==> src/include/dcache_macros.svh <==
// Geometry of the direct-mapped cache; DC_TAG_BITS must equal ADDR - INDEX - OFFSET bits
`ifndef DCACHE_MACROS_SVH
`define DCACHE_MACROS_SVH

// ============================================================
// Address split
// ============================================================
`define DC_ADDR_BITS    32
`define DC_INDEX_BITS   6
`define DC_OFFSET_BITS  4
`define DC_TAG_BITS     22

// Field positions inside a byte address
`define DC_WORD_LSB     2
`define DC_INDEX_LSB    (`DC_OFFSET_BITS)
`define DC_TAG_LSB      (`DC_OFFSET_BITS + `DC_INDEX_BITS)

// ============================================================
// Line and bus sizes
// ============================================================
`define DC_LINES        64
`define DC_LINE_WORDS   4
`define DC_WB_DATA_BITS 32
`define DC_WB_SEL_BITS  4
`define DC_LINE_BITS    (`DC_LINE_WORDS * `DC_WB_DATA_BITS)
`define DC_BYTE_EN_BITS (`DC_LINE_WORDS * `DC_WB_SEL_BITS)

// Statistics counters
`define DC_STAT_BITS    32

`endif

==> src/verilog/dcache_pkg.sv <==
// Cache types; access_size_t value 3 is unused and treated as a word access
`include "dcache_macros.svh"

package dcache_pkg;

  // ============================================================
  // Core access size
  // ============================================================
  typedef enum logic [1:0] {
    SIZE_BYTE = 2'd0,
    SIZE_HALF = 2'd1,
    SIZE_WORD = 2'd2
  } access_size_t;

  // ============================================================
  // Controller states
  // ============================================================
  typedef enum logic [2:0] {
    ST_IDLE       = 3'd0,
    ST_LOOKUP     = 3'd1,
    ST_READ_FILL  = 3'd2,
    ST_FILL_WRITE = 3'd3,
    ST_RESPOND    = 3'd4,
    ST_STORE      = 3'd5
  } dc_state_t;

  // Tag RAM entry
  typedef struct packed {
    logic [`DC_TAG_BITS-1:0] tag;
  } tag_entry_t;

  // Word 0 sits in the low 32 bits
  typedef logic [`DC_LINE_WORDS-1:0][`DC_WB_DATA_BITS-1:0] line_t;

endpackage

==> src/verilog/dcache_array_if.sv <==
// Controller to tag/data store link; hit and line_rdata are valid one cycle after lookup
`include "dcache_macros.svh"

interface dcache_array_if;

  logic [`DC_INDEX_BITS-1:0]   index;
  logic [`DC_TAG_BITS-1:0]     req_tag;
  logic                        lookup;
  logic                        tag_write;
  logic                        line_write;
  dcache_pkg::line_t           line_wdata;
  logic [`DC_BYTE_EN_BITS-1:0] byte_en;
  logic                        fill;
  logic                        hit;
  dcache_pkg::line_t           line_rdata;

  modport ctrl (
    output index, req_tag, lookup, tag_write, line_write, line_wdata, byte_en, fill,
    input  hit, line_rdata
  );

  modport tag (
    input  index, req_tag, lookup, tag_write, fill,
    output hit
  );

  modport data (
    input  index, lookup, line_write, line_wdata, byte_en, fill,
    output line_rdata
  );

endinterface

==> src/verilog/dcache_sram.sv <==
// Single-port RAM, one entry per line; read data holds until the next read, no reset
`include "dcache_macros.svh"

module dcache_sram #(
  parameter type entry_t = logic [`DC_WB_DATA_BITS-1:0]
) (
  input  logic                     clk,
  input  logic                     en,
  input  logic                     we,
  input  logic [`DC_INDEX_BITS-1:0] addr,
  input  entry_t                   wdata,
  output entry_t                   rdata
);

  entry_t mem [`DC_LINES];

  // Write wins over read, rdata keeps its last value on a write
  always_ff @(posedge clk) begin
    if (en) begin
      if (we) begin
        mem[addr] <= wdata;
      end else begin
        rdata <= mem[addr];
      end
    end
  end

  // Address comes from the controller and must be resolved on any access
  addr_known_a : assert property (@(posedge clk) en |-> !$isunknown(addr))
    else $error("dcache_sram accessed with unknown address");

endmodule

==> src/verilog/dcache_tag_store.sv <==
// Tag RAM plus valid flops; hit is only meaningful in the cycle after a lookup
`include "dcache_macros.svh"

module dcache_tag_store (
  input  logic         clk,
  input  logic         rstn,
  dcache_array_if.tag  arr
);

  logic [`DC_LINES-1:0]      valid;
  logic [`DC_INDEX_BITS-1:0] index_q;
  logic [`DC_TAG_BITS-1:0]   tag_q;
  dcache_pkg::tag_entry_t    wr_entry;
  dcache_pkg::tag_entry_t    rd_entry;

  assign wr_entry.tag = arr.req_tag;

  dcache_sram #(
    .entry_t(dcache_pkg::tag_entry_t)
  ) tag_ram (
    .clk  (clk),
    .en   (arr.lookup | arr.tag_write),
    .we   (arr.tag_write),
    .addr (arr.index),
    .wdata(wr_entry),
    .rdata(rd_entry)
  );

  // ============================================================
  // Valid bits
  // ============================================================
  always_ff @(posedge clk or negedge rstn) begin
    if (!rstn) begin
      valid <= '0;
    end else if (arr.tag_write && arr.fill) begin
      valid[arr.index] <= 1'b1;
    end
  end

  // Request captured alongside the RAM read
  always_ff @(posedge clk) begin
    if (arr.lookup) begin
      index_q <= arr.index;
      tag_q   <= arr.req_tag;
    end
  end

  assign arr.hit = valid[index_q] && (rd_entry.tag == tag_q);

  // A fill writes the RAM, so it cannot share the cycle with a read
  fill_no_lookup_a : assert property (
    @(posedge clk) disable iff (!rstn) !(arr.fill && arr.lookup)
  ) else $error("fill and lookup asserted together");

endmodule

==> src/flat_wrapper.sv <==
// flat-port wrapper written by rule: the top's interface ports become plain ports
module dcache_tag_store_flat 
  (clk, rstn, arr_index, arr_req_tag, arr_lookup, arr_tag_write, arr_fill, arr_hit);
  dcache_array_if arr_i ();
  input  logic clk;
  input  logic rstn;
  input wire logic [$bits(arr_i.index)-1:0] arr_index;
  input wire logic [$bits(arr_i.req_tag)-1:0] arr_req_tag;
  input wire logic [$bits(arr_i.lookup)-1:0] arr_lookup;
  input wire logic [$bits(arr_i.tag_write)-1:0] arr_tag_write;
  input wire logic [$bits(arr_i.fill)-1:0] arr_fill;
  output wire logic [$bits(arr_i.hit)-1:0] arr_hit;
  assign arr_i.index = arr_index;
  assign arr_i.req_tag = arr_req_tag;
  assign arr_i.lookup = arr_lookup;
  assign arr_i.tag_write = arr_tag_write;
  assign arr_i.fill = arr_fill;
  assign arr_hit = arr_i.hit;
  dcache_tag_store u_core (.clk(clk), .rstn(rstn), .arr(arr_i));
endmodule
==> config.mk <==
export PLATFORM = sky130hd
export DESIGN_NAME = dcache_tag_store_flat
export DESIGN_NICKNAME = d
export VERILOG_FILES = /design/src/verilog/dcache_pkg.sv /design/src/verilog/dcache_array_if.sv /design/src/verilog/dcache_sram.sv /design/src/verilog/dcache_tag_store.sv /design/src/flat_wrapper.sv
export VERILOG_INCLUDE_DIRS = /design/src /design/src/include
export SDC_FILE = /design/constraint.sdc
export NUM_CORES = 1
export LEC_CHECK = 0
export ABC_AREA = 0
export BUFFER_PORTS_ARGS = -buffer_cell sky130_fd_sc_hd__buf_4
export CORE_UTILIZATION = 40
export CTS_CLUSTER_DIAMETER = 30
export DETAILED_ROUTE_END_ITERATION = 10
export PLACE_DENSITY = 0.64
export SYNTH_ARGS = -nofsm -noshare
export SYNTH_HDL_FRONTEND = slang
export SYNTH_SLANG_ARGS = --single-unit
==> constraint.sdc <==
create_clock -name clk -period 3 [get_ports clk]
set_clock_uncertainty 0.1 [all_clocks]
set_input_delay 0.45 -clock clk [delete_from_list [all_inputs] [get_ports clk]]
set_output_delay 0.45 -clock clk [all_outputs]
set_load 0.01 [all_outputs]
==> results_dict.tcl <==
set metrics [dict create \
    path_cells "buf_12 > mux4_2 > mux4_2 > o211ai_1 > a21oi_1 > buf_4" \
    grtUsageTotal_pct 25.84 \
    cp_slowest_cell "mux4_2" \
    clockBufferDepth 4 \
    regToRegEndpoint "u_core.tag_ram.rdata[2]$_DFFE_PP_" \
    r2r_setup_slack_ns 0.17 \
    grt_max_degree 66 \
    grt_antenna_before_repair 12 \
    setup_ws_ns -0.4114 \
    gp_congestion 0.9385 \
    ys.flop_type "edfxtp_1" \
    synth.distinct_cells 59 \
    yosys_warnings 0 \
    setup_violations 1 \
    die_area_sq_um 147900 \
    core_sq_um 144400 \
    reg2reg_depth 6 \
    synth-seq-cells 1522 \
    clock-root-buffer "clkbuf_16" \
    tightest_slew_ns 1.051 \
    period_share_pct 113.7 \
    power.density_nw_per_um2 800.3 \
    io_pins 34 \
    cts_sinks 1522 \
    endpoint "arr_hit" \
    path_buf_inv 2 \
    crit_required_ns 2.45 \
    drtAntennaViolNets 0 \
    async_reset_ff_share_pct 4.205 \
    area_delta_synth_final_pct 29.85 \
    hp-class "input port to flop" \
    cts.htree.levels 5 \
    crit_family "multiplexers" \
    cp-end-kind "primary output" \
    cts_made_buffers 312 \
    dp_hpwl_mm 116.6 \
    crit_start "u_core.index_q[1]$_DFFE_PP_" \
    hold_path.startpoint "arr_req_tag[11]" \
    period_needed_ns 3.411 \
    fmax_mhz 293.1 \
    synth_seq_area_share_pct 77.54 \
    reg2reg_from "u_core.tag_ram.mem[45][2]$_DFFE_PP_" \
    critPathMaxFanout 9 \
    drv_cap 0 \
    nets 3825 \
    status "finished with violations" \
    post-route-util_pct 52.65 \
    rows 139 \
    drcViolationCount 0 \
    tns_ns -0.4114 \
    die_w_microns 384.5 \
    post_drt_via_cell_ratio 6.124 \
    syn_inst 3136 \
    crit_arrival_ns 2.86 \
    violations "negative setup slack" \
    fp.dieH_microns 384.5 \
    slew_headroom_pct 29.94 \
    hold_viol 0 \
    initial_core_util_pct 40.55 \
    clk_pin_slew_ns 0.05 \
    drt_iter0_markers 5747 \
    drt-total-wl_mm 192.5 \
    insertion_delay_ns 0.90 \
    synth_nets 3169 \
    final_max_slew_viol_count 0 \
    mostFrequentLayoutCells "edfxtp_1 (1458), buf_4 (420), clkbuf_16 (319)" \
    crit_path_frequent_cell "mux4_2" \
    dr_total_vias 36355 \
    total_leakage_power_uw 0.02648 \
    grt_pass1_vias 35180 \
    wire_per_inst_microns 32.42 \
    worst_path_largest_cell_delay_ns 0.51 \
    synth_edf_count 1458 \
    rsz0062_at_grt "true" \
    synth_area_sq_um 58530 \
    dp_slack_ns -0.8854 \
    io_buffers 33 \
    tritoncts "yes" \
    final_common_cell "edfxtp_1" \
    gr-total-overflow 0 \
    ir_drop_v 0.0006692 \
    syn_avg_cell_area_sq_um 18.66 \
    cp.depth 6 \
    grt_pass1_wl_mm 268.2 \
    dr.pass1.iters 7 \
    path_class "flop to primary output" \
    cp-start-kind "flop" \
    drive_above_1_share_pct 33.36 \
]
==> where the power goes <==
group | internal, uW | total, uW | switching [uW]
registers | 23700 | 23800 | 122
clock network | 22600 | 33800 | 11200
logic | 1200 | 3270 | 2070
total | 47400 | 60800 | 13400
==> state kept, by name, indices dropped and copies added, names as in the netlist <==
signal / count
u_core.index_q: 6
u_core.tag_q: 22
u_core.tag_ram.rdata: 22
u_core.valid: 64
u_core.tag_ram.mem: 1408
==> logic make-up after synthesis <==
logic type,share of synthesized area (%)
AND/OR/NAND/NOR,2.429
XOR/XNOR,0.3292
flip-flops,77.54
buffers and inverters,1.849
multiplexers,9.323
AO/OA/AOI/OAI,8.528
==> per-stage QoR <==
| stage | total power, uW | area [sq um] | std cells | hold slack (ns) |
|---|---|---|---|---|
| after detailed placement | 27320 | 65600 | 5375 | 0.3380 |
| after CTS | 60930 | 75980 | 5932 | 0.01862 |
| after floorplan | 25470 | 58530 | 3136 | 0.05441 |
| after global placement | 27280 | 65600 | 5375 | 0.3321 |
| final | 60820 | 76000 | 5936 | 0.04280 |
| after global routing | 62110 | 75990 | 5932 | 0.03925 |
==> worst register-to-register path: cells and delay by family, from the launching register on <==
kind | cells | cell delay, ns
simple gates | 2 | 0.91
mux | 1 | 0.26
flops | 1 | 0.35
compound gates | 3 | 0.94
==> worst min path at each step <==
stage	endpoint	slack, ns	cells past startpoint
floorplan	u_core.valid[0]$_DFFE_PN0P_	0.05	0
global placement	u_core.valid[17]$_DFFE_PN0P_	0.33	1
detailed placement	u_core.valid[44]$_DFFE_PN0P_	0.34	1
CTS	u_core.index_q[1]$_DFFE_PP_	0.02	2
global route	u_core.index_q[1]$_DFFE_PP_	0.04	2
finish	u_core.tag_ram.mem[23][11]$_DFFE_PP_	0.04	1
==> cells in the mapped netlist, types with 5 or more instances <==
cell       count  area share [%]
edfxtp_1    1458              75
mux2i_1      160             2.7
nor2_1       148            0.95
a221oi_1     134             2.0
mux4_2       118             4.5
mux2_2       105             2.0
a22oi_1      102             1.3
a21oi_1       96            0.82
nand2_1       78            0.50
buf_2         73            0.62
o22ai_1       71            0.76
clkbuf_1      68            0.44
o21ai_0       68            0.58
a21o_1        67            0.86
dfrtp_1       64             2.7
a221o_1       35            0.60
buf_4         34            0.44
a22o_1        25            0.37
xnor2_1       18            0.27
a31oi_1       17            0.18
buf_1         15           0.096
nand4_1       15            0.16
a222oi_1      14            0.24
nor3_1        14            0.12
buf_6         12            0.23
a211oi_1      10            0.13
nand3_1        9           0.077
nor2b_1        8           0.086
nand2b_1       7           0.075
o221ai_1       7            0.10
o2bb2ai_1      7            0.10
or4_1          7           0.090
o211ai_1       6           0.077
a211o_1        5           0.075
and3_1         5           0.053
o22a_1         5           0.075
==> timing repair <==
action / CTS / global route
hold buffers: 5 / 0
endpoints found under the hold margin: 91 / 0
endpoints found under the setup margin: 2 / 1
gates resized for setup: 4 / 1
setup buffers: 1 / 0
==> routing by layer <==
layer	GRT usage [%]	vias up	routed length, microns	part of all wire (%)
met1	35.06	18716	72240	38
met4	13.30	8	10840	5.6
met2	38.11	2643	85080	44
met3	7.030	585	24260	13
met5	0	-	51	0.026
li1	-	14403	-	-
==> area by class of cell <==
cell class              instances  area, sq um
diodes                          4        10.01
fillers                     11153        68360
inverters                       4        16.27
clock inverters               204         2210
well taps                    1903         2381
flip-flops and latches       1522        45380
clock buffers                 347         8108
repair buffers                544         5570
multi-input cells            1408        12320
No activity file was read; power rests on OpenSTA's default activity.
