**config.mk**
```make
export PLATFORM = sky130hd
export DESIGN_NAME = dcache_ctrl_flat
export DESIGN_NICKNAME = d
export VERILOG_FILES = /design/src/verilog/dcache_pkg.sv /design/src/verilog/dcache_array_if.sv /design/src/verilog/dcache_ctrl.sv /design/src/flat_wrapper.sv
export VERILOG_INCLUDE_DIRS = /design/src /design/src/include
export SDC_FILE = /design/constraint.sdc
export NUM_CORES = 1
export LEC_CHECK = 0
export BUFFER_PORTS_ARGS = -buffer_cell sky130_fd_sc_hd__buf_2
export CORE_AREA = 5 5 220 222
export CTS_CLUSTER_SIZE = 8
export DETAILED_ROUTE_END_ITERATION = 10
export DIE_AREA = 0 0 225 227
export GPL_TIMING_DRIVEN = 1
export MAX_ROUTING_LAYER = met4
export PLACE_DENSITY = 0.57
export SLEW_MARGIN = 20
export SYNTH_ARGS = -nofsm -noshare
export SYNTH_HDL_FRONTEND = slang
export SYNTH_SLANG_ARGS = --single-unit
```
**constraint.sdc**
```tcl
create_clock -name clk -period 10.75 [get_ports clk]
set_input_delay 3.225 -clock clk [delete_from_list [all_inputs] [get_ports clk]]
set_output_delay 3.225 -clock clk [all_outputs]
set_load 0.02 [all_outputs]
```
**src/include/dcache_macros.svh**
```systemverilog
// Geometry of the direct-mapped cache; DC_TAG_BITS must equal ADDR - INDEX - OFFSET bits
`ifndef DCACHE_MACROS_SVH
`define DCACHE_MACROS_SVH

// ============================================================
// Address split
// ============================================================
`define DC_ADDR_BITS    32
`define DC_INDEX_BITS   6
`define DC_OFFSET_BITS  4
`define DC_TAG_BITS     22

// Field positions inside a byte address
`define DC_WORD_LSB     2
`define DC_INDEX_LSB    (`DC_OFFSET_BITS)
`define DC_TAG_LSB      (`DC_OFFSET_BITS + `DC_INDEX_BITS)

// ============================================================
// Line and bus sizes
// ============================================================
`define DC_LINES        64
`define DC_LINE_WORDS   4
`define DC_WB_DATA_BITS 32
`define DC_WB_SEL_BITS  4
`define DC_LINE_BITS    (`DC_LINE_WORDS * `DC_WB_DATA_BITS)
`define DC_BYTE_EN_BITS (`DC_LINE_WORDS * `DC_WB_SEL_BITS)

// Statistics counters
`define DC_STAT_BITS    32

`endif

```
**src/verilog/dcache_pkg.sv**
```systemverilog
// Cache types; access_size_t value 3 is unused and treated as a word access
`include "dcache_macros.svh"

package dcache_pkg;

  // ============================================================
  // Core access size
  // ============================================================
  typedef enum logic [1:0] {
    SIZE_BYTE = 2'd0,
    SIZE_HALF = 2'd1,
    SIZE_WORD = 2'd2
  } access_size_t;

  // ============================================================
  // Controller states
  // ============================================================
  typedef enum logic [2:0] {
    ST_IDLE       = 3'd0,
    ST_LOOKUP     = 3'd1,
    ST_READ_FILL  = 3'd2,
    ST_FILL_WRITE = 3'd3,
    ST_RESPOND    = 3'd4,
    ST_STORE      = 3'd5
  } dc_state_t;

  // Tag RAM entry
  typedef struct packed {
    logic [`DC_TAG_BITS-1:0] tag;
  } tag_entry_t;

  // Word 0 sits in the low 32 bits
  typedef logic [`DC_LINE_WORDS-1:0][`DC_WB_DATA_BITS-1:0] line_t;

endpackage

```
**src/verilog/dcache_array_if.sv**
```systemverilog
// Controller to tag/data store link; hit and line_rdata are valid one cycle after lookup
`include "dcache_macros.svh"

interface dcache_array_if;

  logic [`DC_INDEX_BITS-1:0]   index;
  logic [`DC_TAG_BITS-1:0]     req_tag;
  logic                        lookup;
  logic                        tag_write;
  logic                        line_write;
  dcache_pkg::line_t           line_wdata;
  logic [`DC_BYTE_EN_BITS-1:0] byte_en;
  logic                        fill;
  logic                        hit;
  dcache_pkg::line_t           line_rdata;

  modport ctrl (
    output index, req_tag, lookup, tag_write, line_write, line_wdata, byte_en, fill,
    input  hit, line_rdata
  );

  modport tag (
    input  index, req_tag, lookup, tag_write, fill,
    output hit
  );

  modport data (
    input  index, lookup, line_write, line_wdata, byte_en, fill,
    output line_rdata
  );

endinterface

```
**src/verilog/dcache_ctrl.sv**
```systemverilog
// Cache FSM and Wishbone classic master; accesses are assumed aligned, one outstanding request
`include "dcache_macros.svh"

module dcache_ctrl (
  input  logic                          clk,
  input  logic                          rstn,
  input  logic                          core_req,
  input  logic                          core_write,
  input  dcache_pkg::access_size_t      core_size,
  input  logic [`DC_ADDR_BITS-1:0]      core_addr,
  input  logic [`DC_WB_DATA_BITS-1:0]   core_wdata,
  output logic [`DC_WB_DATA_BITS-1:0]   core_rdata,
  output logic                          core_busy,
  output logic                          wb_cyc,
  output logic                          wb_stb,
  output logic                          wb_we,
  output logic [`DC_ADDR_BITS-1:0]      wb_adr,
  output logic [`DC_WB_DATA_BITS-1:0]   wb_dat_o,
  output logic [`DC_WB_SEL_BITS-1:0]    wb_sel,
  input  logic [`DC_WB_DATA_BITS-1:0]   wb_dat_i,
  input  logic                          wb_ack,
  output logic [`DC_STAT_BITS-1:0]      stat_hits,
  output logic [`DC_STAT_BITS-1:0]      stat_misses,
  dcache_array_if.ctrl                  arr
);

  dcache_pkg::dc_state_t             state;
  dcache_pkg::dc_state_t             state_nxt;
  logic                              req_write;
  dcache_pkg::access_size_t          req_size;
  logic [`DC_ADDR_BITS-1:0]          req_addr;
  logic [`DC_WB_DATA_BITS-1:0]       req_wdata;
  logic [`DC_ADDR_BITS-1:0]          addr_sel;
  logic [1:0]                        word_cnt;
  dcache_pkg::line_t                 fill_buf;
  dcache_pkg::line_t                 load_line;
  logic [`DC_WB_SEL_BITS-1:0]        lanes;
  logic [`DC_WB_DATA_BITS-1:0]       store_data;
  logic [`DC_WB_DATA_BITS-1:0]       load_word;
  logic [`DC_WB_DATA_BITS-1:0]       load_shift;
  logic [`DC_WB_DATA_BITS-1:0]       load_data;
  logic                              accept;
  logic                              bus_done;
  logic                              load_done;

  assign accept    = (state == dcache_pkg::ST_IDLE) && core_req;
  assign bus_done  = wb_cyc && wb_ack;
  assign core_busy = (state != dcache_pkg::ST_IDLE);

  always_ff @(posedge clk) begin
    if (accept) begin
      req_write <= core_write;
      req_size  <= core_size;
      req_addr  <= core_addr;
      req_wdata <= core_wdata;
    end
  end

  // ============================================================
  // State machine
  // ============================================================
  always_comb begin
    state_nxt = state;
    case (state)
      dcache_pkg::ST_IDLE:       if (core_req) state_nxt = dcache_pkg::ST_LOOKUP;
      dcache_pkg::ST_LOOKUP: begin
        if (req_write)    state_nxt = dcache_pkg::ST_STORE;
        else if (arr.hit) state_nxt = dcache_pkg::ST_IDLE;
        else              state_nxt = dcache_pkg::ST_READ_FILL;
      end
      dcache_pkg::ST_READ_FILL: begin
        if (bus_done && word_cnt == 2'd3) state_nxt = dcache_pkg::ST_FILL_WRITE;
      end
      dcache_pkg::ST_FILL_WRITE: state_nxt = dcache_pkg::ST_RESPOND;
      dcache_pkg::ST_RESPOND:    state_nxt = dcache_pkg::ST_IDLE;
      dcache_pkg::ST_STORE:      if (bus_done) state_nxt = dcache_pkg::ST_IDLE;
      default:                   state_nxt = dcache_pkg::ST_IDLE;
    endcase
  end

  always_ff @(posedge clk or negedge rstn) begin
    if (!rstn) begin
      state <= dcache_pkg::ST_IDLE;
    end else begin
      state <= state_nxt;
    end
  end

  // Bus request drops for one cycle after every ack
  always_ff @(posedge clk or negedge rstn) begin
    if (!rstn) begin
      wb_cyc   <= 1'b0;
      wb_stb   <= 1'b0;
      word_cnt <= 2'd0;
    end else begin
      if (bus_done) begin
        wb_cyc <= 1'b0;
        wb_stb <= 1'b0;
      end else if (state_nxt == dcache_pkg::ST_READ_FILL ||
                   state_nxt == dcache_pkg::ST_STORE) begin
        wb_cyc <= 1'b1;
        wb_stb <= 1'b1;
      end
      if (state == dcache_pkg::ST_LOOKUP) begin
        word_cnt <= 2'd0;
      end else if (bus_done && state == dcache_pkg::ST_READ_FILL) begin
        word_cnt <= word_cnt + 2'd1;
      end
    end
  end

  // Line assembly in word order
  always_ff @(posedge clk) begin
    if (bus_done && state == dcache_pkg::ST_READ_FILL) begin
      fill_buf[word_cnt] <= wb_dat_i;
    end
  end

  // ============================================================
  // Byte lanes and store data
  // ============================================================
  always_comb begin
    case (req_size)
      dcache_pkg::SIZE_BYTE: begin
        lanes      = 4'b0001 << req_addr[1:0];
        store_data = {4{req_wdata[7:0]}};
      end
      dcache_pkg::SIZE_HALF: begin
        lanes      = 4'b0011 << {req_addr[1], 1'b0};
        store_data = {2{req_wdata[15:0]}};
      end
      default: begin
        lanes      = 4'b1111;
        store_data = req_wdata;
      end
    endcase
  end

  assign wb_we    = (state == dcache_pkg::ST_STORE);
  assign wb_sel   = wb_we ? lanes : {`DC_WB_SEL_BITS{1'b1}};
  assign wb_dat_o = store_data;
  assign wb_adr   = wb_we ? {req_addr[`DC_ADDR_BITS-1:`DC_WORD_LSB], 2'b00}
                          : {req_addr[`DC_ADDR_BITS-1:`DC_OFFSET_BITS], word_cnt, 2'b00};

  // Index and tag come straight from the core in the accept cycle
  assign addr_sel       = (state == dcache_pkg::ST_IDLE) ? core_addr : req_addr;
  assign arr.index      = addr_sel[`DC_TAG_LSB-1:`DC_INDEX_LSB];
  assign arr.req_tag    = addr_sel[`DC_ADDR_BITS-1:`DC_TAG_LSB];
  assign arr.lookup     = accept;
  assign arr.fill       = (state == dcache_pkg::ST_FILL_WRITE);
  assign arr.tag_write  = arr.fill;
  assign arr.line_write = arr.fill || (wb_we && bus_done && arr.hit);
  assign arr.line_wdata = arr.fill ? fill_buf : {`DC_LINE_WORDS{store_data}};
  assign arr.byte_en    = {{(`DC_BYTE_EN_BITS-`DC_WB_SEL_BITS){1'b0}}, lanes}
                          << {req_addr[`DC_OFFSET_BITS-1:`DC_WORD_LSB], 2'b00};

  // ============================================================
  // Load extraction with zero extension
  // ============================================================
  assign load_line  = (state == dcache_pkg::ST_LOOKUP) ? arr.line_rdata : fill_buf;
  assign load_word  = load_line[req_addr[`DC_OFFSET_BITS-1:`DC_WORD_LSB]];
  assign load_shift = load_word >> {req_addr[1:0], 3'b000};

  always_comb begin
    case (req_size)
      dcache_pkg::SIZE_BYTE: load_data = {24'b0, load_shift[7:0]};
      dcache_pkg::SIZE_HALF: load_data = {16'b0, load_shift[15:0]};
      default:               load_data = load_word;
    endcase
  end

  assign load_done = (state == dcache_pkg::ST_LOOKUP && !req_write && arr.hit) ||
                     (state == dcache_pkg::ST_RESPOND);

  always_ff @(posedge clk) begin
    if (load_done) begin
      core_rdata <= load_data;
    end
  end

  // Hit and miss totals over reads and writes
  always_ff @(posedge clk or negedge rstn) begin
    if (!rstn) begin
      stat_hits   <= '0;
      stat_misses <= '0;
    end else if (state == dcache_pkg::ST_LOOKUP) begin
      if (arr.hit) stat_hits <= stat_hits + 1'b1;
      else         stat_misses <= stat_misses + 1'b1;
    end
  end

  // Classic handshake keeps the request steady until ack
  stb_held_a : assert property (
    @(posedge clk) disable iff (!rstn)
    (wb_stb && !wb_ack) |=> (wb_cyc && wb_stb && $stable(wb_adr) && $stable(wb_we))
  ) else $error("Wishbone request changed before ack");

  busy_on_bus_a : assert property (@(posedge clk) disable iff (!rstn) wb_cyc |-> core_busy)
    else $error("bus cycle while core side idle");

endmodule

```
**src/flat_wrapper.sv**
```systemverilog
// flat-port wrapper written by rule: the top's interface ports become plain ports
module dcache_ctrl_flat 
  (clk, rstn, core_req, core_write, core_size, core_addr, core_wdata, core_rdata, core_busy, wb_cyc, wb_stb, wb_we, wb_adr, wb_dat_o, wb_sel, wb_dat_i, wb_ack, stat_hits, stat_misses, arr_index, arr_req_tag, arr_lookup, arr_tag_write, arr_line_write, arr_line_wdata, arr_byte_en, arr_fill, arr_hit, arr_line_rdata);
  dcache_array_if arr_i ();
  input  logic clk;
  input  logic rstn;
  input  logic core_req;
  input  logic core_write;
  input  dcache_pkg::access_size_t core_size;
  input  logic [`DC_ADDR_BITS-1:0] core_addr;
  input  logic [`DC_WB_DATA_BITS-1:0] core_wdata;
  output logic [`DC_WB_DATA_BITS-1:0] core_rdata;
  output logic core_busy;
  output logic wb_cyc;
  output logic wb_stb;
  output logic wb_we;
  output logic [`DC_ADDR_BITS-1:0] wb_adr;
  output logic [`DC_WB_DATA_BITS-1:0] wb_dat_o;
  output logic [`DC_WB_SEL_BITS-1:0] wb_sel;
  input  logic [`DC_WB_DATA_BITS-1:0] wb_dat_i;
  input  logic wb_ack;
  output logic [`DC_STAT_BITS-1:0] stat_hits;
  output logic [`DC_STAT_BITS-1:0] stat_misses;
  output wire logic [$bits(arr_i.index)-1:0] arr_index;
  output wire logic [$bits(arr_i.req_tag)-1:0] arr_req_tag;
  output wire logic [$bits(arr_i.lookup)-1:0] arr_lookup;
  output wire logic [$bits(arr_i.tag_write)-1:0] arr_tag_write;
  output wire logic [$bits(arr_i.line_write)-1:0] arr_line_write;
  output wire logic [$bits(arr_i.line_wdata)-1:0] arr_line_wdata;
  output wire logic [$bits(arr_i.byte_en)-1:0] arr_byte_en;
  output wire logic [$bits(arr_i.fill)-1:0] arr_fill;
  input wire logic [$bits(arr_i.hit)-1:0] arr_hit;
  input wire logic [$bits(arr_i.line_rdata)-1:0] arr_line_rdata;
  assign arr_index = arr_i.index;
  assign arr_req_tag = arr_i.req_tag;
  assign arr_lookup = arr_i.lookup;
  assign arr_tag_write = arr_i.tag_write;
  assign arr_line_write = arr_i.line_write;
  assign arr_line_wdata = arr_i.line_wdata;
  assign arr_byte_en = arr_i.byte_en;
  assign arr_fill = arr_i.fill;
  assign arr_i.hit = arr_hit;
  assign arr_i.line_rdata = arr_line_rdata;
  dcache_ctrl u_core (.clk(clk), .rstn(rstn), .core_req(core_req), .core_write(core_write), .core_size(core_size), .core_addr(core_addr), .core_wdata(core_wdata), .core_rdata(core_rdata), .core_busy(core_busy), .wb_cyc(wb_cyc), .wb_stb(wb_stb), .wb_we(wb_we), .wb_adr(wb_adr), .wb_dat_o(wb_dat_o), .wb_sel(wb_sel), .wb_dat_i(wb_dat_i), .wb_ack(wb_ack), .stat_hits(stat_hits), .stat_misses(stat_misses), .arr(arr_i));
endmodule
```
==> results of run 1 <==
[per-layer routing]
layer / GRT usage (%) / part of all wire (%) / vias to the layer above
li1: - / - / 5417
met1: 30.0 / 40 / 6047
met3: 5.67 / 7.7 / 87
met4: 5.52 / 2.1 / 0
met5: - / 0 / -
met2: 39.5 / 50 / 565
[report_power, final]
part / switching, mW / total [mW] / internal (mW)
sequential: 0.132 / 1.56 / 1.43
clock: 0.502 / 1.24 / 0.736
combinational: 1.53 / 2.36 / 0.828
total: 2.17 / 5.16 / 2.99
[cells by family (layout without fill, tap and decap cells)]
logic type,Yosys count,after routing
xor+xnor,63,63
compound gates,190,190
simple gates,339,339
flops,297,297
mux,154,154
other cells,1,8
buf+inv,119,664
fa+ha+maj,6,6
[state kept, by name, summed over array words and instances, names as in the netlist]
signal	count
u_core.fill_buf	128
u_core.core_rdata	32
u_core.req_addr	32
u_core.req_wdata	32
u_core.stat_hits	32
u_core.stat_misses	32
u_core.state	3
u_core.req_size	2
u_core.word_cnt	2
u_core.req_write	1
u_core.wb_cyc	1
[through the flow]
step | cell area, µm² | hold WS, ps
after global placement | 18400 | 457
after CTS | 19600 | 477
after global routing | 19600 | 506
final | 19600 | 470
after detailed placement | 18400 | 466
after floorplan | 15300 | 534
[worst paths after layout]
kind                                      start  slack (ps)  cells past startpoint                endpoint
setup / recovery                       core_req        3120                      4              arr_lookup
hold / removal             u_core.stat_hits[31]         470                      1    u_core.stat_hits[31]
setup reg to reg             u_core.req_addr[2]        7130                      6    u_core.core_rdata[2]
hold reg to reg            u_core.stat_hits[31]         470                      1    u_core.stat_hits[31]
max in group asynchronous                  rstn        7280                      2    u_core.stat_hits[15]
min in group asynchronous                  rstn        2880                      2  u_core.stat_misses[29]
[layout by cell type (no fill, tap or decap), types with 13 or more instances in the layout]
master | netlist | routed
dfrtp_1 | 70 | 70
a21o_1 | 32 | 32
inv_1 | 18 | 15
mux4_2 | 41 | 41
o22ai_1 | 19 | 19
mux2_2 | 48 | 48
nand4_1 | 16 | 16
buf_2 | 7 | 573
edfxtp_1 | 227 | 227
nor2_1 | 64 | 64
xor2_1 | 21 | 21
xnor2_1 | 42 | 42
nand3_1 | 22 | 22
buf_4 | 41 | 13
mux4_1 | 13 | 13
o21ai_0 | 26 | 26
o21a_1 | 65 | 65
nand2b_1 | 22 | 22
mux2i_1 | 52 | 52
nand2_1 | 141 | 140
and3_1 | 15 | 15
clkbuf_16 | 0 | 43
[worst max-delay path, stage by stage]
cell and delay (ps):
buf_2 100, nand2_1 120, clkinv_2 520, buf_2 390
[final cells by class]
cell class,count,area share [%]
Tap cell,607,3.87
Clock buffer,54,5.79
Clock inverter,4,0.274
Multi-Input combinational cell,754,30.7
Sequential cell,297,43.6
Antenna cell,6,0.0764
Inverter,18,0.350
Timing Repair Buffer,588,15.3
==> results.txt, run 1 <==
The count of standard-cell rows came out at 79. The final setup skew came out at 24.3 ps. For the pin with the worst max-slew slack, the measured transition is 1090 ps. The die covers 51100 µm². The post-placement cell count is 2264. TritonCTS built the clock tree.

The kind of path behind the tightest hold check is reg -> reg. The final critical delay including setup and external delays came out at 7630 ps. The type of element capturing the critical path is an output pin. The post-synthesis average cell area is 13.1 µm². The initial antenna violation count is 6.

From left edge to right edge, the die measures 225 µm. The final HPWL from detailed placement is 47900 µm. Setup repair after global routing left no endpoint under its margin.

Power spread over the standard cell area amounts to 263 nW/µm². The post-detailed-route count of antenna-violating nets is 0. The signed area change from the synthesized netlist to the final layout came out at 28.6%. The via count is 12100. In the final layout, the multi-input gates occupy 6030 µm². The insertion delay to the later sink of the worst-skew pair is 570 ps.

The number of enable-type register cells in the synthesized netlist is 227. The number of levels the H-tree was split into came out at 2. For this run, asynchronously set or reset flops after synthesis account for 23.6%. The cell taking the most area after synthesis is edfxtp_1.

The quantity of I/O buffers inserted on ports came out at 573. The leading register cell type out of synthesis is edfxtp_1. The wire length per cell after detailed routing came out at 26.6 µm.

The number of standard cells after synthesis is 1169. The number of synthesized register bits is 297. In the final design database the tool counted 1940 nets. The number of gates resized after cts came out at 0. The post-route non-filler standard cell count is 2328. The number of max-capacitance violations reported came out at 0. The area of the core is 46200 µm². The adder and majority gate portion of the synthesized area came out at 0.491%. The violation count after the first detailed-route iteration came out at 922. The die height came out at 227 µm. The cell sitting at the root of the clock tree is a clkbuf_16. The synthesized netlist devotes 9.10% of its cell area to compound gates. By count the netlist is led by edfxtp_1, nand2_1, dfrtp_1, o21a_1, nor2_1. The worst slack after detailed placement is 3110 ps. The maximum ir drop on the vdd rail came out at 159 µV. The number of distinct library cell variants in the gate-level netlist after synthesis is 69. The final setup violation count came out at 0. The proportion of netlist area held by the largest area contributor is 44.6%. The most numerous cell in the Yosys netlist is edfxtp_1. Measured against the total synthesized area, the mux share comes to 15.2%.

Summing the areas of all and, or, nand and nor instances in the mapped netlist gives 10.8% of the synthesized area. Summing every instance area after synthesis gives 15300 µm². The buffers inserted during post-CTS setup optimization came out at 0.

The via-per-instance ratio is 5.20. The DRC violations left came out at 0. The critical path is of the in -> out type. After clock tree synthesis, the flow added hold-fix buffers numbering 0. The TritonCTS buffer count came out at 43. The total overflow reported by the global router is 0. Entering global routing, the biggest net connects 78 pins. The final cycle utilization of the critical path is 70.9%.

The startpoint class of the critical path is an input pin. The first-pass GRT wire length came out at 86400 µm. The aggregate global-route resource usage came out at 23.8%. The worst-path maximum fanout came out at 29. The setup TNS is 0 ps. The initial standard-cell utilization of the core is 33.1%. Data on the critical path is required at its endpoint by 7530 ps.

Based on the critical path, the design can be clocked at up to 131 MHz. Sorting the synthesized cells by area gives the leading types as edfxtp_1, dfrtp_1, mux4_2. The flow ran to the end, and the final reports show no timing, DRC or antenna violations. By area, the combinational part of the netlist is dominated by multiplexers. The number of clock sinks came out at 297. The top-level I/O count is 576. After Yosys synthesis, XOR and XNOR cells account for 3.61% of the synthesized area. The number of pins with negative max-slew slack in the final report came out at 0.

The leakage power is 8.56 nW. The fraction of final layout cells with drive strength greater than 1 is 43.9%. The count of warnings emitted by yosys is 0. The sum of routed wire length over all layers is 62000 µm.

The first-pass iteration count of the detailed router came out at 5. Measured on the finished design, the core utilization comes to 42.6%. The arrival time at the worst endpoint is 4400 ps. The register area is 8570 µm². The worst-case setup margin in the final layout is 3120 ps. The total power of the final layout is 5.16 mW. The worst slew margin relative to its limit came out at 27.6%. The fill cell total of the finished layout is 4379. The via count of the first global-routing pass came out at 12400. The total count of hold-check failures in the final report was 0.

Clock-pin slew was measured on the worst setup and hold paths at 50 ps. The maximum count of clock buffers along a single path came out at 3. The global placement routability congestion is 0.935. Of the synthesized area, sequential elements account for 56.1%.
(Power assumes the default switching activity.)
==> inputs of run 2 (changes only) <==
Settings changed: PLACE_DENSITY 0.57 to 0.59.
Clock period 10.75 ns to 6.91 ns, I/O delays scaled along.
==> run 2 against run 1 <==
Effect of this change: sequential cell count unchanged; sequential power increased by 54%; worst setup slack got worse by 1500 ps; clock power increased by 57%; critical path depth increased by 1; total power increased by 56%; final area about the same; non-clock buffer count decreased by 2; count of clock-buffer cells in the layout decreased by 6; sequential share of layout area about the same; cell count about the same; clock skew decreased by 6.6 ps; critical endpoint is now arr_line_wdata[76]; largest cell class unchanged.
==> results.txt, run 2 (synthesized netlist as in run 1, its figures left out) <==
The run finished with clean final reports. The DRC violations left came out at 0. For this design, the sink count on the clock tree is 297.

The power per cell area is 409 nW/µm². Timing would allow up to 189 MHz. The violation count after the first detailed-route iteration came out at 937.

The critical path is of the reg -> out type. The number of clock buffers added by TritonCTS is 44. The layout net count came out at 1939. In this run the remaining antenna-violating nets after routing total 0. The global placement routability congestion came out at 0.915. The area growth from synthesis to layout is 28.5%. CTS placed an instance of clkbuf_16 at the clock tree root. The H-tree generated during clock tree synthesis spans 2 levels. From bottom edge to top edge, the die measures 227 µm. The fill cell total of the finished layout came out at 4360. The worst slack after detailed placement is 2030 ps. 576 I/O pins were placed. The initial utilization of the core area, before any placement, comes to 33.1%. The worst-path maximum fanout came out at 11. The post-placement cell count came out at 2262. The area of the core is 46200 µm². The first-pass iteration count of the detailed router came out at 6. The quantity of I/O buffers inserted on ports came out at 573.

The final HPWL from detailed placement is 47000 µm. The maximum ir drop on the vdd rail came out at 283 µV. Measured against its own limit, the worst slew margin works out to 20.0%. The clock edge transition at the registers on the reported setup and hold paths came out at 50 ps. At the later pin of the worst-skew pair, clock insertion delay measures 570 ps. The final setup skew came out at 17.7 ps. The floorplan step defined a die boundary enclosing 51100 µm².

Once routing completed, OpenROAD measured the worst setup slack at 1620 ps. The via count came out at 12100. Of the total power, the share spent switching nets is 41.9%. The first-pass GRT wire length is 83800 µm. The total overflow left after global routing is 0. The wire length per cell after detailed routing came out at 26.0 µm. Dividing the final minimum period by the clock period gives 76.6%. At the worst endpoint, the required time is 4840 ps. The worst setup path is launched from a flop. The clock tree from TritonCTS is done.

The final hold slack came out at 470 ps. At the worst endpoint, the arrival time is 3220 ps. Once the clock tree was built, the resizer swapped 0 gates to a different size. The horizontal die dimension is 225 µm.

The final core utilization came out at 42.5%. The area of placed instances is 18400 µm². The via count of the first global-routing pass is 12200. The sequential share of power is 29.9%. The fraction of final layout cells with drive strength greater than 1 came out at 43.9%. The part of the power in combinational logic came out at 45.8%. The sum of routed wire length over all layers came out at 60600 µm.

For this design the total switching power over the nets is 3.36 mW. The initial antenna violation count came out at 8. The number of buffers added to fix hold violations after cts came out at 0. The clock network is responsible for 24.3% of the overall power.

Entering global routing, the biggest net connects 71 pins. The most common cell after layout, fill and taps aside is buf_2. The transition time of the tightest slew-check pin came out at 1190 ps. In this run the static leakage power is 8.55 nW. The count of standard-cell rows is 79. Setup violations remaining at the end of the flow were counted as 0. The buffers inserted during post-CTS setup optimization came out at 0. Setup repair after global routing left no endpoint under its margin. The aggregate global-route resource usage came out at 23.2%. The min-delay analysis places its worst path in the category reg -> reg. The final instance area is 19600 µm².

Subtracting the final worst setup slack from the clock period gives 5290 ps. The via-per-instance ratio is 5.20. The internal power of the cells totals 4.67 mW. The total power of the final layout came out at 8.03 mW. Adding up every negative setup slack in the final design gives 0 ps. The post-route non-filler standard cell count came out at 2326.

The type of element capturing the critical path is an output pin. The total count of hold-check failures in the final report is 0. In the layout the commonest cells are buf_2, edfxtp_1, nand2_1. The number of flip-flops under the largest register name is 128. The number of max-capacitance violations reported is 0. The number of pins with negative max-slew slack in the final report is 0. No sink is reached through more buffers than the 3 on the longest clock path. More flip-flops sit in one register than any other, and that register is u_core.fill_buf.
run 2: cell types whose count changed in the layout (fill, tap and decap cells not counted), moves of 2 or more:
cell / delta
clkbuf_1: -5
clkinv_2: +2
diode_2: +2
clkinv_1: +2
clkbuf_8: -2
run 2: routing by layer:
layer  up-vias  part of all wire [%]  GRT usage, %
met2       556                    48          36.4
met5         -                     0             -
li1       5414                     -             -
met1      6032                    41          29.0
met4         0                   3.3          7.94
met3       100                   8.3          6.50
run 2: final cells by class:
type	count	area, µm²	area share [%]
sequential	297	8570	43.6
multi-input combinational	754	6030	30.7
timing repair buffer	586	2980	15.2
clock buffer	48	1120	5.68
tap	607	759	3.87
clock inverter	8	92.6	0.472
inverter	18	70.1	0.357
antenna	8	20.0	0.102
run 2: path summary, 6_finish.rpt:
path,start,to,slack [ps],depth (start not counted)
max,u_core.req_size[0],arr_line_wdata[76],1620,5
min,u_core.stat_hits[31],u_core.stat_hits[31],470,1
max reg2reg,u_core.state[1],u_core.core_rdata[2],3290,6
min reg2reg,u_core.stat_hits[31],u_core.stat_hits[31],470,1
max in group asynchronous,rstn,u_core.stat_hits[7],4610,2
min in group asynchronous,rstn,u_core.stat_misses[28],1730,2
run 2: critical path, cell delays in order (launching register included):
cell,delay [ps]
edfxtp_1,720
nor2_1,830
mux2_2,440
nand2b_1,280
o21a_1,210
buf_2,160
run 2: power groups by stage:
stage / combinational [mW] / sequential (mW) / clock (mW)
3_3_place_gp: 3.68 / 2.43 / 0
2_1_floorplan: 2.36 / 2.48 / 0
4_1_cts: 3.71 / 2.41 / 1.99
3_5_place_dp: 3.70 / 2.44 / 0
6_report: 3.68 / 2.40 / 1.95
5_1_grt: 3.89 / 2.43 / 2.08
==> inputs of run 3 (changes only) <==
Clock period 6.91 ns to 4.35 ns, I/O delays scaled along.
==> run 3 against run 2 <==
Effect of this change: wire length rose by 2.4%; clock skew rose by 29 ps; global-route usage rose by 0.81 points; first-iteration DRC count fell by 6.8%; sequential power rose by 59%; total power rose by 60%; non-clock buffer count rose by 14; via count rose by 2.6%; register-to-register slack got worse by 2300 ps; cell count rose by 0.73%; combinational power rose by 61%; critical endpoint is now arr_line_wdata[108]; largest power group unchanged.
==> results.txt, run 3 (synthesized netlist as in run 1, its figures left out) <==
The worst-path maximum fanout came out at 8. The worst-case setup margin in the final layout came out at 257 ps. Ranked by flip-flop count, first place goes to u_core.fill_buf. The clock edge transition at the registers on the reported setup and hold paths is 60 ps. The part of the power in combinational logic came out at 46.2%. The final HPWL from detailed placement is 48900 µm. The via count came out at 12400. The count of standard-cell rows is 79.

The number of gates resized after cts is 0. The worst slew margin relative to its limit came out at 37.9%. Measured on the finished design, the core utilization comes to 42.9%. Hold is met by 480 ps. The DRC violations left came out at 0.

The number of clock sinks is 297. The filler cells instantiated in the layout total 4373. The clock passes through at most 3 buffers. Adding up every negative setup slack in the final design gives 0 ps. The leakage power is 8.63 nW. The total count of hold-check failures in the final report came to 0. Internal power comes to 7.42 mW. The smallest clock period supported by the final layout is computed as 4090 ps.

The design draws 12.8 mW. The required time at the endpoint of the critical path is 3040 ps. Measured along the y axis, the die boundary spans 227 µm. In this run switching power makes up 42.2% of total power.

The floorplan step defined a die boundary enclosing 51100 µm². In the final layout, the share of cells above drive strength 1 is 44.1%. The TritonCTS buffer count is 43. The total overflow reported by the global router is 0.

Once placement completed, the tool counted placed cells totaling 2276. Setup repair after global routing left no endpoint under its margin. The maximum ir drop on the vdd rail came out at 346 µV. The final cycle utilization of the critical path is 94.1%. The number of max-capacitance violations reported is 0.

In this run the cell area measured after placement is 18600 µm². The power per cell area is 647 nW/µm². The worst setup path is captured at an output pin. The number of buffers added to fix hold violations after cts came out at 0. The sum of routed wire length over all layers is 62000 µm. The insertion delay to the later sink of the worst-skew pair is 580 ps. The net switching power is 5.41 mW. The top-level I/O count is 576. OpenSTA, run right after detailed placement, puts the worst setup slack at 896 ps.

The root buffer cell chosen for the clock tree is clkbuf_16. Global routing used 24.0% of the available tracks. Static timing analysis puts the maximum clock frequency at 244 MHz. In this run the horizontal extent of the chip is 225 µm. The critical path is of the reg -> out type.

The via count of the first global-routing pass is 12600. The clock network accounts for 24.0% of the total power. The number of flip-flops under the largest register name came out at 128.

The via-per-instance ratio came out at 5.30. The area used by multi-input combinational logic came out at 6030 µm². The number of pins with negative max-slew slack in the final report is 0. The most common cell after layout, fill and taps aside is buf_2. The first-pass GRT wire length is 87400 µm. The global placement routability congestion came out at 0.958. The initial antenna violation count came out at 9. Entering global routing, the biggest net connects 71 pins.

Once detail routing completed, the nets flagged for antenna violations numbered 0. From synthesis to final layout, the design area changed by 29.7%. The area of the core came out at 46200 µm². The violation count after the first detailed-route iteration is 873. In the layout the commonest cells are buf_2, edfxtp_1, nand2_1. The quantity of I/O buffers inserted on ports is 573. Sequential cells burn 29.8% of the power. For the pin with the worst max-slew slack, the measured transition is 926 ps. The kind of path behind the tightest hold check is reg -> reg.

Between clock sinks in the finished design, the worst skew comes to 46.8 ps. Once the floorplan was initialized, standard cells occupied 33.1% of the core. The final setup violation count is 0. STA classifies the critical path startpoint as a flop. The first-pass iteration count of the detailed router is 5. TritonCTS built the clock tree.

The post-route non-filler standard cell count is 2343. The clock tree synthesis step divided the H-tree into 2 levels. The run finished with clean final reports. The final instance area came out at 19800 µm². The register area came out at 8570 µm². The arrival time at the worst endpoint came out at 2790 ps. After the last flow step, the layout net total stands at 1952.

The wire length per cell after detailed routing came out at 26.5 µm. After clock tree synthesis, the setup repair step added 0 buffers.
run 3: cell types whose count changed in the layout (fill, tap and decap cells not counted), sizes merged:
cell and change:
inv +1, bufinv -1, clkinv -4, diode +2
buf +14, clkbuf +5
run 3: final timing paths:
kind,start,endpoint,slack (ps),depth (start not counted)
worst max register to register,u_core.state[1],u_core.core_rdata[2],980,6
worst max-delay path,u_core.req_size[0],arr_line_wdata[108],260,5
min in group asynchronous,rstn,u_core.stat_misses[28],970,2
worst min register to register,u_core.stat_hits[31],u_core.stat_hits[31],480,1
max in group asynchronous,rstn,u_core.stat_hits[9],2810,2
worst min-delay path,u_core.stat_hits[31],u_core.stat_hits[31],480,1
run 3: area by class of cell:
class / instances / area share, %
well taps: 607 / 3.83
clock inverters: 4 / 0.372
inverters: 18 / 0.347
repair buffers: 600 / 16.0
clock buffers: 53 / 5.67
flip-flops and latches: 297 / 43.2
multi-input cells: 754 / 30.4
diodes: 10 / 0.126
run 3: layer usage:
layer	global-route usage, %	part of all wire [%]	up-vias
met5	-	0	-
met1	30.9	42	6244
met2	38.4	48	638
met3	5.57	7.6	82
met4	6.48	2.3	0
li1	-	-	5457
run 3: worst max-delay path, stage by stage (launching register included):
cell	delay, ps
edfxtp_1	440
nor2_1	740
mux2_2	440
nand2b_1	250
o21a_1	170
buf_2	160
run 3: power by group through the flow:
stage / Clock (mW) / Sequential [mW] / Combinational, mW
final: 3.08 / 3.82 / 5.92
after global routing: 3.29 / 3.86 / 6.27
after CTS: 3.15 / 3.83 / 5.96
after detailed placement: 0 / 3.88 / 5.95
after global placement: 0 / 3.87 / 5.93
after floorplan: 0 / 3.93 / 3.75
